$ cat src/dispatch_pkg.sv
package dispatch_pkg;

	// ======================================================================
	// reorder buffer and register file sizes
	// ======================================================================

	// slot count of the reorder buffer, a power of two so indices wrap freely
	localparam int ROB_ENTRIES = 8;
	typedef logic [$clog2(ROB_ENTRIES)-1:0] rob_ndx_t;

	localparam int NUM_AREGS = 8;
	typedef logic [$clog2(NUM_AREGS)-1:0] areg_t;

	// ======================================================================
	// functional units
	// ======================================================================

	localparam int NUM_FU = 5;
	typedef logic [2:0] fu_id_t;

	localparam fu_id_t FU_ALU0 = 3'd0;
	localparam fu_id_t FU_ALU1 = 3'd1;
	localparam fu_id_t FU_MUL  = 3'd2;
	localparam fu_id_t FU_MEM  = 3'd3;
	localparam fu_id_t FU_FCU  = 3'd4;

	// fixed execution latency of each unit class, in cycles
	localparam int LAT_ALU = 1;
	localparam int LAT_MUL = 3;
	localparam int LAT_MEM = 2;
	localparam int LAT_FCU = 1;

	typedef enum logic [2:0] {
		OP_NOP, OP_ADD, OP_SUB, OP_MUL, OP_LOAD, OP_STORE, OP_BR
	} op_e;

	typedef enum logic [1:0] {FC_ALU, FC_MUL, FC_MEM, FC_FCU} fu_class_e;

	// ======================================================================
	// records
	// ======================================================================

	// decoded instruction as it arrives from the front end, 20 bits
	typedef struct packed {
		op_e op;
		areg_t rd;
		areg_t rs1;
		areg_t rs2;
		logic [7:0] imm;
	} instr_t;

	// one reorder buffer slot; a dependency names the producing slot
	typedef struct packed {
		logic v;
		instr_t instr;
		fu_class_e fcls;
		logic dep1_v;
		rob_ndx_t dep1_ndx;
		logic dep2_v;
		rob_ndx_t dep2_ndx;
		logic out;
		logic done;
	} rob_entry_t;

	typedef struct packed {
		logic v;
		rob_ndx_t ndx;
		instr_t instr;
		fu_id_t fu;
	} dispatch_t;

	// used both for unit completions and for the retiring slot
	typedef struct packed {
		logic v;
		rob_ndx_t ndx;
	} complete_t;

endpackage

$ cat src/dispatch_top.sv
`timescale 1ns/1ps

module dispatch_top import dispatch_pkg::*; #(
	parameter int DISPATCH_COUNT = 4
) (
	input logic clk,
	input logic rst,
	input logic alloc_valid_i,
	input instr_t alloc_instr_i,
	output logic alloc_ready_o,
	output dispatch_t [DISPATCH_COUNT-1:0] dispatch_o,
	output logic retire_valid_o,
	output rob_ndx_t retire_ndx_o,
	output op_e retire_op_o
);

	logic new_v;
	rob_entry_t new_entry;
	rob_entry_t [ROB_ENTRIES-1:0] rob;
	rob_ndx_t head;
	rob_ndx_t tail;
	logic rob_full;
	complete_t retire;
	dispatch_t [DISPATCH_COUNT-1:0] disp;
	logic [NUM_FU-1:0] busy;
	complete_t [NUM_FU-1:0] comp;

	rob_alloc rob_alloc_inst (
		.clk(clk), .rst(rst),
		.alloc_valid_i(alloc_valid_i), .alloc_instr_i(alloc_instr_i),
		.rob_full_i(rob_full), .tail_i(tail), .retire_i(retire),
		.new_v_o(new_v), .new_entry_o(new_entry)
	);

	rob_store #(.DISPATCH_COUNT(DISPATCH_COUNT)) rob_store_inst (
		.clk(clk), .rst(rst),
		.new_v_i(new_v), .new_entry_i(new_entry),
		.disp_i(disp), .comp_i(comp),
		.rob_o(rob), .head_o(head), .tail_o(tail), .full_o(rob_full),
		.retire_o(retire), .retire_op_o(retire_op_o)
	);

	instr_dispatcher #(.DISPATCH_COUNT(DISPATCH_COUNT)) instr_dispatcher_inst (
		.clk(clk), .rst(rst),
		.rob_i(rob), .head_i(head), .busy_i(busy),
		.disp_o(disp)
	);

	fu_busy_tracker #(.DISPATCH_COUNT(DISPATCH_COUNT)) fu_busy_tracker_inst (
		.clk(clk), .rst(rst),
		.disp_i(disp),
		.busy_o(busy), .comp_o(comp)
	);

	// a full ROB is the only back-pressure toward the front end
	assign alloc_ready_o = !rob_full;
	assign dispatch_o = disp;
	assign retire_valid_o = retire.v;
	assign retire_ndx_o = retire.ndx;

endmodule

$ cat src/fu_busy_tracker.sv
`timescale 1ns/1ps

module fu_busy_tracker import dispatch_pkg::*; #(
	parameter int DISPATCH_COUNT = 4
) (
	input logic clk,
	input logic rst,
	input dispatch_t [DISPATCH_COUNT-1:0] disp_i,
	output logic [NUM_FU-1:0] busy_o,
	output complete_t [NUM_FU-1:0] comp_o
);

	// the multiplier has the longest latency and sets the counter width
	localparam int CNT_W = $clog2(LAT_MUL + 1);

	function automatic int unit_lat(int u);
		case (u)
			FU_MUL: return LAT_MUL;
			FU_MEM: return LAT_MEM;
			FU_FCU: return LAT_FCU;
			default: return LAT_ALU;
		endcase
	endfunction

	for (genvar u = 0; u < NUM_FU; u++) begin : g_unit
		localparam int LAT = unit_lat(u);

		logic [CNT_W-1:0] cnt_q;
		rob_ndx_t own_q;
		logic hit;
		rob_ndx_t hit_ndx;

		// at most one lane names a given unit in a cycle
		always_comb begin
			hit = 1'b0;
			hit_ndx = own_q;
			for (int l = 0; l < DISPATCH_COUNT; l++) begin
				if (disp_i[l].v && disp_i[l].fu == fu_id_t'(u)) begin
					hit = 1'b1;
					hit_ndx = disp_i[l].ndx;
				end
			end
		end

		always_ff @(posedge clk) begin
			if (rst)
				cnt_q <= '0;
			else if (hit)
				cnt_q <= CNT_W'(LAT);
			else if (cnt_q != '0)
				cnt_q <= cnt_q - 1'b1;
		end

		always_ff @(posedge clk) begin
			if (hit)
				own_q <= hit_ndx;
		end

		// the last busy cycle is also the completion cycle
		assign busy_o[u] = (cnt_q != '0);
		assign comp_o[u] = '{v: (cnt_q == CNT_W'(1)), ndx: own_q};
	end

	for (genvar l = 0; l < DISPATCH_COUNT; l++) begin : g_busy_chk
		a_no_busy_dispatch: assert property (@(posedge clk) disable iff (rst)
			disp_i[l].v |-> !busy_o[disp_i[l].fu])
			else $error("dispatch on lane %0d to busy unit %0d", l, disp_i[l].fu);
	end

endmodule

$ cat src/instr_dispatcher.sv
`timescale 1ns/1ps

module instr_dispatcher import dispatch_pkg::*; #(
	parameter int DISPATCH_COUNT = 4
) (
	input logic clk,
	input logic rst,
	input rob_entry_t [ROB_ENTRIES-1:0] rob_i,
	input rob_ndx_t head_i,
	input logic [NUM_FU-1:0] busy_i,
	output dispatch_t [DISPATCH_COUNT-1:0] disp_o
);

	dispatch_t [DISPATCH_COUNT-1:0] disp_d;
	dispatch_t [DISPATCH_COUNT-1:0] disp_q;

	// ======================================================================
	// oldest first scan of the ROB window
	// ======================================================================

	always_comb begin
		rob_ndx_t idx;
		rob_entry_t e;
		logic [NUM_FU-1:0] avail;
		logic br_pend;
		logic rdy;
		logic recent;
		logic take;
		fu_id_t unit;
		int cnt;

		disp_d = '0;
		cnt = 0;
		br_pend = 1'b0;
		// units picked last cycle only show busy from the next cycle on
		avail = ~busy_i;
		for (int l = 0; l < DISPATCH_COUNT; l++) begin
			if (disp_q[l].v)
				avail[disp_q[l].fu] = 1'b0;
		end

		for (int k = 0; k < ROB_ENTRIES; k++) begin
			idx = rob_ndx_t'(head_i + k);
			e = rob_i[idx];
			rdy = (!e.dep1_v || rob_i[e.dep1_ndx].done) &&
				(!e.dep2_v || rob_i[e.dep2_ndx].done);
			// the out bit of last cycle's picks lands one edge late
			recent = 1'b0;
			for (int l = 0; l < DISPATCH_COUNT; l++) begin
				if (disp_q[l].v && disp_q[l].ndx == idx)
					recent = 1'b1;
			end
			take = 1'b0;
			unit = FU_ALU0;
			if (e.v && !e.out && !e.done && rdy && !recent && cnt < DISPATCH_COUNT &&
				!(e.instr.op == OP_STORE && br_pend)) begin
				case (e.fcls)
					FC_ALU: begin
						// ALU0 goes first, ALU1 takes the overflow
						if (avail[FU_ALU0]) begin
							take = 1'b1;
							unit = FU_ALU0;
						end else if (avail[FU_ALU1]) begin
							take = 1'b1;
							unit = FU_ALU1;
						end
					end
					FC_MUL: begin
						take = avail[FU_MUL];
						unit = FU_MUL;
					end
					FC_MEM: begin
						take = avail[FU_MEM];
						unit = FU_MEM;
					end
					default: begin
						take = avail[FU_FCU];
						unit = FU_FCU;
					end
				endcase
			end
			if (take) begin
				avail[unit] = 1'b0;
				disp_d[cnt].v = 1'b1;
				disp_d[cnt].ndx = idx;
				disp_d[cnt].instr = e.instr;
				disp_d[cnt].fu = unit;
				cnt++;
			end
			// stores younger than an unresolved branch stay put
			if (e.v && e.instr.op == OP_BR && !e.done)
				br_pend = 1'b1;
		end
	end

	always_ff @(posedge clk) begin
		if (rst) begin
			for (int l = 0; l < DISPATCH_COUNT; l++)
				disp_q[l].v <= 1'b0;
		end else begin
			disp_q <= disp_d;
		end
	end

	assign disp_o = disp_q;

	// ======================================================================
	// lane checks
	// ======================================================================

	for (genvar i = 0; i < DISPATCH_COUNT; i++) begin : g_lane_a
		for (genvar j = i + 1; j < DISPATCH_COUNT; j++) begin : g_lane_b
			a_lanes_distinct: assert property (@(posedge clk) disable iff (rst)
				(disp_q[i].v && disp_q[j].v) |->
				(disp_q[i].fu != disp_q[j].fu && disp_q[i].ndx != disp_q[j].ndx))
				else $error("lanes %0d and %0d share a unit or an entry", i, j);
		end
	end

endmodule

$ cat src/rob_alloc.sv
`timescale 1ns/1ps

module rob_alloc import dispatch_pkg::*; (
	input logic clk,
	input logic rst,
	input logic alloc_valid_i,
	input instr_t alloc_instr_i,
	input logic rob_full_i,
	input rob_ndx_t tail_i,
	input complete_t retire_i,
	output logic new_v_o,
	output rob_entry_t new_entry_o
);

	// last writer table, one slot per architectural register
	logic [NUM_AREGS-1:0] lw_v_q;
	rob_ndx_t lw_ndx_q [NUM_AREGS];
	logic writes_rd;

	function automatic fu_class_e op_class(op_e op);
		case (op)
			OP_NOP, OP_ADD, OP_SUB: return FC_ALU;
			OP_MUL: return FC_MUL;
			OP_LOAD, OP_STORE: return FC_MEM;
			OP_BR: return FC_FCU;
			default: return FC_ALU;
		endcase
	endfunction

	// a writer that retires this very cycle no longer counts as a producer
	function automatic logic live_writer(areg_t r);
		return lw_v_q[r] && !(retire_i.v && retire_i.ndx == lw_ndx_q[r]);
	endfunction

	assign new_v_o = alloc_valid_i && !rob_full_i;
	assign writes_rd = !(alloc_instr_i.op inside {OP_STORE, OP_BR});

	always_comb begin
		new_entry_o = '0;
		new_entry_o.v = 1'b1;
		new_entry_o.instr = alloc_instr_i;
		new_entry_o.fcls = op_class(alloc_instr_i.op);
		// the lookup sees the table before this instruction updates it
		new_entry_o.dep1_v = live_writer(alloc_instr_i.rs1);
		new_entry_o.dep1_ndx = lw_ndx_q[alloc_instr_i.rs1];
		new_entry_o.dep2_v = live_writer(alloc_instr_i.rs2);
		new_entry_o.dep2_ndx = lw_ndx_q[alloc_instr_i.rs2];
	end

	always_ff @(posedge clk) begin
		if (rst) begin
			lw_v_q <= '0;
		end else begin
			for (int r = 0; r < NUM_AREGS; r++) begin
				if (retire_i.v && lw_ndx_q[r] == retire_i.ndx)
					lw_v_q[r] <= 1'b0;
			end
			// newest writer wins, overriding any clear above
			if (new_v_o && writes_rd)
				lw_v_q[alloc_instr_i.rd] <= 1'b1;
		end
	end

	always_ff @(posedge clk) begin
		if (new_v_o && writes_rd)
			lw_ndx_q[alloc_instr_i.rd] <= tail_i;
	end

	// a live producer never sits in the free slot that the new entry takes
	a_dep_not_tail: assert property (@(posedge clk) disable iff (rst)
		new_v_o |-> !(new_entry_o.dep1_v && new_entry_o.dep1_ndx == tail_i) &&
			!(new_entry_o.dep2_v && new_entry_o.dep2_ndx == tail_i))
		else $error("new entry depends on its own slot %0d", tail_i);

endmodule

$ cat src/rob_store.sv
`timescale 1ns/1ps

module rob_store import dispatch_pkg::*; #(
	parameter int DISPATCH_COUNT = 4
) (
	input logic clk,
	input logic rst,
	input logic new_v_i,
	input rob_entry_t new_entry_i,
	input dispatch_t [DISPATCH_COUNT-1:0] disp_i,
	input complete_t [NUM_FU-1:0] comp_i,
	output rob_entry_t [ROB_ENTRIES-1:0] rob_o,
	output rob_ndx_t head_o,
	output rob_ndx_t tail_o,
	output logic full_o,
	output complete_t retire_o,
	output op_e retire_op_o
);

	rob_entry_t [ROB_ENTRIES-1:0] rob_q;
	rob_ndx_t head_q;
	rob_ndx_t tail_q;
	logic [$clog2(ROB_ENTRIES):0] count_q;
	logic retire_v;

	// the head leaves in the cycle after its done bit is written
	assign retire_v = rob_q[head_q].v && rob_q[head_q].done;

	// ======================================================================
	// slot state and pointers
	// ======================================================================

	always_ff @(posedge clk) begin
		if (rst) begin
			head_q <= '0;
			tail_q <= '0;
			count_q <= '0;
			for (int i = 0; i < ROB_ENTRIES; i++)
				rob_q[i].v <= 1'b0;
		end else begin
			for (int l = 0; l < DISPATCH_COUNT; l++) begin
				if (disp_i[l].v)
					rob_q[disp_i[l].ndx].out <= 1'b1;
			end
			for (int u = 0; u < NUM_FU; u++) begin
				if (comp_i[u].v)
					rob_q[comp_i[u].ndx].done <= 1'b1;
			end
			if (retire_v) begin
				rob_q[head_q].v <= 1'b0;
				// consumers still waiting on the slot would otherwise see a
				// reused slot as their producer
				for (int i = 0; i < ROB_ENTRIES; i++) begin
					if (rob_q[i].dep1_ndx == head_q)
						rob_q[i].dep1_v <= 1'b0;
					if (rob_q[i].dep2_ndx == head_q)
						rob_q[i].dep2_v <= 1'b0;
				end
				head_q <= head_q + 1'b1;
			end
			// the tail slot is free, so this write overrides the loops above
			if (new_v_i) begin
				rob_q[tail_q] <= new_entry_i;
				tail_q <= tail_q + 1'b1;
			end
			case ({new_v_i, retire_v})
				2'b10: count_q <= count_q + 1'b1;
				2'b01: count_q <= count_q - 1'b1;
				default: ;
			endcase
		end
	end

	assign rob_o = rob_q;
	assign head_o = head_q;
	assign tail_o = tail_q;
	assign full_o = (count_q == ROB_ENTRIES);
	assign retire_o = '{v: retire_v, ndx: head_q};
	assign retire_op_o = rob_q[head_q].instr.op;

	// ======================================================================
	// checks against the dispatcher and the unit tracker
	// ======================================================================

	for (genvar l = 0; l < DISPATCH_COUNT; l++) begin : g_disp_chk
		a_disp_not_out: assert property (@(posedge clk) disable iff (rst)
			disp_i[l].v |-> rob_q[disp_i[l].ndx].v && !rob_q[disp_i[l].ndx].out)
			else $error("dispatch of ROB entry %0d that is already out", disp_i[l].ndx);
	end

	for (genvar u = 0; u < NUM_FU; u++) begin : g_comp_chk
		a_comp_out: assert property (@(posedge clk) disable iff (rst)
			comp_i[u].v |-> rob_q[comp_i[u].ndx].out)
			else $error("completion of ROB entry %0d that was never out", comp_i[u].ndx);
	end

endmodule

$ cat config.mk
export PLATFORM = sky130hd
export DESIGN_NAME = dispatch_top
export DESIGN_NICKNAME = d
export VERILOG_FILES = /design/src/dispatch_pkg.sv /design/src/dispatch_top.sv /design/src/fu_busy_tracker.sv /design/src/instr_dispatcher.sv /design/src/rob_alloc.sv /design/src/rob_store.sv
export SDC_FILE = /design/constraint.sdc
export NUM_CORES = 2
export LEC_CHECK = 0
export BUFFER_PORTS_ARGS = -buffer_cell sky130_fd_sc_hd__buf_4
export CAP_MARGIN = 20
export CELL_PAD_IN_SITES_DETAIL_PLACEMENT = 0
export CELL_PAD_IN_SITES_GLOBAL_PLACEMENT = 2
export CORE_ASPECT_RATIO = 1.75
export CORE_MARGIN = 1
export CORE_UTILIZATION = 38
export CTS_CLUSTER_SIZE = 14
export DETAILED_ROUTE_END_ITERATION = 8
export MAX_ROUTING_LAYER = met4
export PLACE_DENSITY = 0.83
export SLEW_MARGIN = 20
export SYNTH_ARGS = -nofsm -noshare
export SYNTH_HDL_FRONTEND = slang
export SYNTH_SLANG_ARGS = --single-unit
$ cat constraint.sdc
create_clock -name clk -period 12.1 [get_ports clk]
set_input_delay 0.605 -clock clk [delete_from_list [all_inputs] [get_ports clk]]
set_output_delay 0.605 -clock clk [all_outputs]
set_load 0.005 [all_outputs]
# After elaboration in Yosys (flattened, before gate mapping)
# Memory sizes are Yosys's and may differ from the RTL's.
# Index checks and enable logic that the tools add are counted.
dict set report totals {
  regBits 415
  ram_bits 24
  in_bits 23
  elab_cells 1117
  mem_count 1
}
# memory words width read_ports rd_clocked_by_memory_dff wr line_no
set memory_table {}
lappend memory_table {rob_alloc_inst.lw_ndx_q 8 3 10 0 1 rob_alloc.sv:17} ;# rob_ndx_t lw_ndx_q [NUM_AREGS];
dict set report classes {
  add_sub_neg 22
  magnitude_cmp 92
  n_eq_ne 116
  mux 430
  bitwise 24
  reduce_logical 278
}
# op count
set op_table {}
lappend op_table {{264-bit 2-to-1 mux} 21}
lappend op_table {{108-bit bitwise mux} 28}
lappend op_table {{264-bit bitwise mux} 11}
lappend op_table {{33-bit binary-select mux with 3-bit select} 24}
lappend op_table {{27-bit demux with 2-bit select} 28}
lappend op_table {{33-bit demux with 3-bit select} 11}
lappend op_table {{108-bit 2-to-1 mux} 7}
lappend op_table {{32-bit by 4-bit < comparator with 1-bit output (second input constant)} 12}
lappend op_table {{33-bit 2-to-1 mux} 10}
lappend op_table {{27-bit 2-to-1 mux} 8}
lappend op_table {{32-bit by 1-bit greater-or-equal comparator with 1-bit output (second input constant)} 6}
lappend op_table {{3-bit by 4-bit < comparator with 1-bit output (second input constant)} 48}
lappend op_table {{32-bit 2-to-1 mux} 6}
lappend op_table {{26-bit 2-to-1 mux} 7}
lappend op_table {{3-bit == test} 58}
lappend op_table {{1-bit logical AND} 172}
lappend op_table {{1-bit 2-to-1 mux} 167}
lappend op_table {{23-bit 2-to-1 mux} 7}
lappend op_table {{32-bit by 2-bit adder with 32-bit output (second input constant)} 5}
lappend op_table {{3-bit 2-to-1 mux} 43}
lappend op_table {{3-bit one-hot mux with 3 select lines} 8}
lappend op_table {{3-bit by 1-bit greater-or-equal comparator with 1-bit output (second input constant)} 23}
lappend op_table {{3-bit == test (second input constant)} 21}
lappend op_table {{5-bit NOT} 12}
lappend op_table {{32 further kinds} 219}

# Logic depth before layout (Yosys ltp)
dict set report logic_depth {
  ltp_word 96
  mapped_depth 49
}

# By module
# Synthesis repeated with hierarchy kept, for this count alone.
dict set report hier_totals {
  cells_unflattened 4025
  area_unflattened_um2 39394.0
}
# module n_inst cells_each area_per_inst_um2 seq_area_each_um2
set by_module_without_submodules {}
lappend by_module_without_submodules {instr_dispatcher 1 2745 23217.3 3203.1}
lappend by_module_without_submodules {rob_store 1 936 12248.0 8047.7}
lappend by_module_without_submodules {rob_alloc 1 182 2224.6 880.8}
lappend by_module_without_submodules {fu_busy_tracker 1 161 1700.4 650.6}
lappend by_module_without_submodules {dispatch_top 1 1 3.8 0.0}

# Worst setup path before layout
# No wires, ideal clock.
dict set report synth_timing {
  path_kind {reg2reg}
  startpoint {register rob_store_inst.head_q[1], in the netlist rob_store_inst.head_o[1]}
  endpoint {register instr_dispatcher_inst.disp_q, in the netlist instr_dispatcher_inst.disp_o[1] (data pin)}
  setup_ns 0.262
  arrival_time_ns 11.849
  required_ns 11.838
  setup_slack_ns -0.012
  path_stages_with_launch 49
  path_buffers 12
  period_less_slack_ns 12.112
  path_cell_list {dfxtp_1 buf_4 buf_6 buf_2 buf_2 buf_2 buf_1 buf_1 clkbuf_1 buf_1 inv_2 ha_1 buf_2 buf_1 mux4_2 mux2i_1 inv_1 ha_1 (+13 left out) inv_1 ha_1 o221ai_1 a31o_2 and4_1 o21ai_1 o211ai_1 nor2_1 mux2i_1 inv_1 ha_1 inv_1 a211o_1 o21ai_2 nor4b_4 nand3_2 buf_6 mux2_1}
}
# item line_no
set synth_rtl {}
lappend synth_rtl {{from (decl)} rob_store.sv:21} ;# rob_ndx_t head_q;
lappend synth_rtl {{from (signal assigned)} rob_store.sv:59} ;# head_q <= head_q + 1'b1;
lappend synth_rtl {{to (signal assigned)} instr_dispatcher.sv:101} ;# disp_q <= disp_d;
lappend synth_rtl {{to (decl)} instr_dispatcher.sv:15} ;# dispatch_t [DISPATCH_COUNT-1:0] disp_q;

==> results.ini <==
[detailed_routing]
drcViolationCount=0
drtAntennaViolNets=0
route.vias.total=33400
drt-pass1-iter-count=6
viasPerCell=6.33
wl_per_cell_um=28.1
wirelength_um=148000
drtIter0Drc=3757

[synthesis]
synth-seq-cells=439
synth-edff-count=399
ys_types=134
synth_ff_type=edfxtp_1
seq_area_frac_synth_pct=32.7
netlist_instances=3945
async_flop_share_pct=0
yosysWarnings=0
syn_area_um2=39100
synthesis.nets=4044
avgSynthCellArea_um2=9.92

[final_layout]
area_growth_pct=9.77
multi_input_area_um2=24800
drive_gt1_share_pct=18.8
fin_cells=5276
fillers=9902
layout.nets=4003
regArea_um2=12800

[clocking]
cts_root_buffer=clkbuf_16
clock_latency_ns=0.64
cts_buffers=45
h-tree-depth=2
hold_buffers=0
cts_resized=0
clockBufferDepth=3
clk_pin_slew_ns=0.07
numClockSinks=439
cts_tree=yes
post-cts-setup-buffer-count=0

[sta]
fin_crit_sh_pct=94.2
rsz0062_at_grt=no
setup_viol=0
tns_ns=0
final-hold-violation-count=0
fmax_ghz=0.0877
slew_headroom_pct=25.2
drv_slew=0
tightest_slew_ns=1.12
fin_worst_skew_ns=0.0200
fin_crit_ns=11.40

[grt]
gr-total-overflow=0
first_global_vias=31700
grt.total_usage_pct=28.8
grt_start_max_net_pins=121
antenna_found_initial=3
grt_first_pass_wirelength_um=216000

[floorplan]
dieArea_um2=104000
die_y_um=426
std_cell_rows=155
num_io_pins=139
design.core.area_um2=102000
die_w_um=245
initial_utilization_pct=38.3

[setup_path]
worst_ep_required_time_ns=12.47
cp.buffers_inverters=7
path_delay_family=compound AO/OA/AOI/OAI gates
crit_arrival_ns=11.78
reg2reg_from=rob_store_inst.head_o[0]
max_stage_delay_ns=0.90
ff2ff_setup_slack_ns=0.70
crit_top_cell=inv_1
crit_fanout=53
rr_endpoint=instr_dispatcher_inst.disp_o[55]
critical_path_class=reg2reg
cp_slowest_cell=ha_4
end_kind=flop
critPathLaunchType=flop
ff2ff_path_depth=36

[status]
status=finished clean

[job]
cap_violations=0

[power_and_ir_drop]
pwr_density_cell_nw_per_um2=111
p_leak_nw=15.5
ir_drop_mv=0.102

[placement]
gp_congestion=0.990
port_buffers=138
dp_hpwl_um=109000
dp.cells=5189

[hold_path]
holdPathStages=2
min_to=rob_store_inst.rob_o[51]
hp-start=alloc_instr_i[6]
hp-class=in2reg

[cells in the mapped netlist, drive strengths merged, types with 9 or more instances]
cell / n / area, um^2
a21o: 10 / 75.1
nand4: 35 / 234
nor4: 10 / 68.8
nand2b: 23 / 144
nand2: 538 / 2020
o21ai: 224 / 1130
or3: 20 / 125
xnor2: 89 / 780
mux2: 29 / 327
mux2i: 299 / 3000
nand4b: 12 / 120
a311oi: 24 / 216
and3: 17 / 106
o22ai: 10 / 90.1
and2: 184 / 1150
a2111oi: 9 / 126
nor4b: 13 / 154
a21oi: 197 / 1000
a211oi: 110 / 841
a31oi: 34 / 219
dfxtp: 40 / 801
o311ai: 21 / 199
ha: 74 / 926
nor2b: 17 / 106
xor2: 25 / 219
edfxtp: 399 / 12000
o21a: 15 / 113
clkbuf: 235 / 882
o211ai: 92 / 706
nor2: 300 / 1130
nor3: 81 / 410
mux4: 286 / 6440
nor3b: 13 / 103
inv: 97 / 364
or2: 10 / 65.1
o31ai: 9 / 86.3
a221oi: 11 / 109
buf: 91 / 539
nand3: 92 / 478
[kinds of logic after synthesis]
kind of cell               share of synthesized area, %
AOI/OAI and AO/OA                                  15.6
xor gates and xnor gates                           2.55
and+or+nand+nor                                    17.1
buffers and inverters                              4.61
adders and majority gates                          2.47
DFF                                                32.7
muxes                                              25.0
[worst max-delay path by stage]
| stage | startpoint | endpoint | slack, ns | depth (start not counted) |
|---|---|---|---|---|
| after detailed placement | rob_store_inst.head_o[0] | instr_dispatcher_inst.disp_o[55] | 0.82 | 36 |
| after global placement | rob_store_inst.head_o[0] | instr_dispatcher_inst.disp_o[55] | 1.04 | 36 |
| after floorplan | rob_store_inst.head_o[1] | instr_dispatcher_inst.disp_o[1] | 0.19 | 48 |
| final | rob_store_inst.head_o[0] | instr_dispatcher_inst.disp_o[55] | 0.70 | 36 |
| after global routing | rob_store_inst.head_o[0] | instr_dispatcher_inst.disp_o[55] | 0.05 | 36 |
| after CTS | rob_store_inst.head_o[0] | instr_dispatcher_inst.disp_o[55] | 0.76 | 36 |
[final cells by class]
class                           count  share of cell area (%)
Multi-Input combinational cell   3078                    57.7
Sequential cell                   439                    29.8
Timing Repair Buffer              238                    4.30
Tap cell                         1334                    3.89
Clock buffer                       52                    2.68
Inverter                          102                   0.903
Clock inverter                     29                   0.752
Antenna cell                        4                  0.0233
[stage by stage]
step	instance area [um^2]	hold slack, ns	util (%)	power, W	worst slack [ns]
floorplan	39100	0.453	-	0.00284	0.185
global placement	41400	0.476	40.6	0.00333	1.04
detailed placement	41400	0.492	40.6	0.00334	0.820
CTS	42900	0.249	42.0	0.00479	0.764
global route	42900	0.289	42.1	0.00496	0.0462
finish	42900	0.289	42.1	0.00479	0.698
[cell usage in the layout, fill, tap and decap left out, types with 19 or more instances in the layout]
| cell type | n |
|---|---|
| a211oi_1 | 106 |
| buf_4 | 234 |
| o21ai_0 | 207 |
| o211ai_1 | 89 |
| nor3_1 | 75 |
| o311ai_0 | 19 |
| xnor2_1 | 87 |
| clkbuf_16 | 45 |
| inv_1 | 93 |
| mux4_2 | 286 |
| mux2i_1 | 296 |
| dfxtp_1 | 37 |
| nor2_1 | 286 |
| a21oi_1 | 191 |
| edfxtp_1 | 399 |
| a31oi_1 | 33 |
| nand2_1 | 536 |
| ha_1 | 72 |
| and2_1 | 181 |
| nand4_1 | 34 |
| mux2_2 | 22 |
| nand2b_1 | 23 |
| xor2_1 | 23 |
| nand3_1 | 84 |
| a311oi_1 | 23 |
| or3_1 | 20 |
[sequential cells by signal (all words and copies together) (netlist names)]
signal	flops
rob_alloc_inst.lw_v_q	8
rob_store_inst.rob_o	264
fu_busy_tracker_inst.g_unit.own_q	15
rob_alloc_inst.lw_ndx_q	24
rob_store_inst.tail_o	3
fu_busy_tracker_inst.g_unit.cnt_q	10
instr_dispatcher_inst.disp_o	108
rob_store_inst.head_o	3
rob_store_inst.count_q	4
[per-layer routing]
metal | track usage, % | wire (um) | vias up
li1 | - | - | 14900
met1 | 33.8 | 57000 | 16500
met2 | 48.3 | 73100 | 1566
met3 | 3.95 | 9940 | 373
met4 | 14.0 | 8170 | 0
met5 | - | 0 | -
[power breakdown]
part / switching [W] / internal [W]
sequential: 0.0000663 / 0.00172
combinational: 0.000983 / 0.000572
clock: 0.000667 / 0.000782
total: 0.00172 / 0.00307
Power figures use the tool's default switching activity.
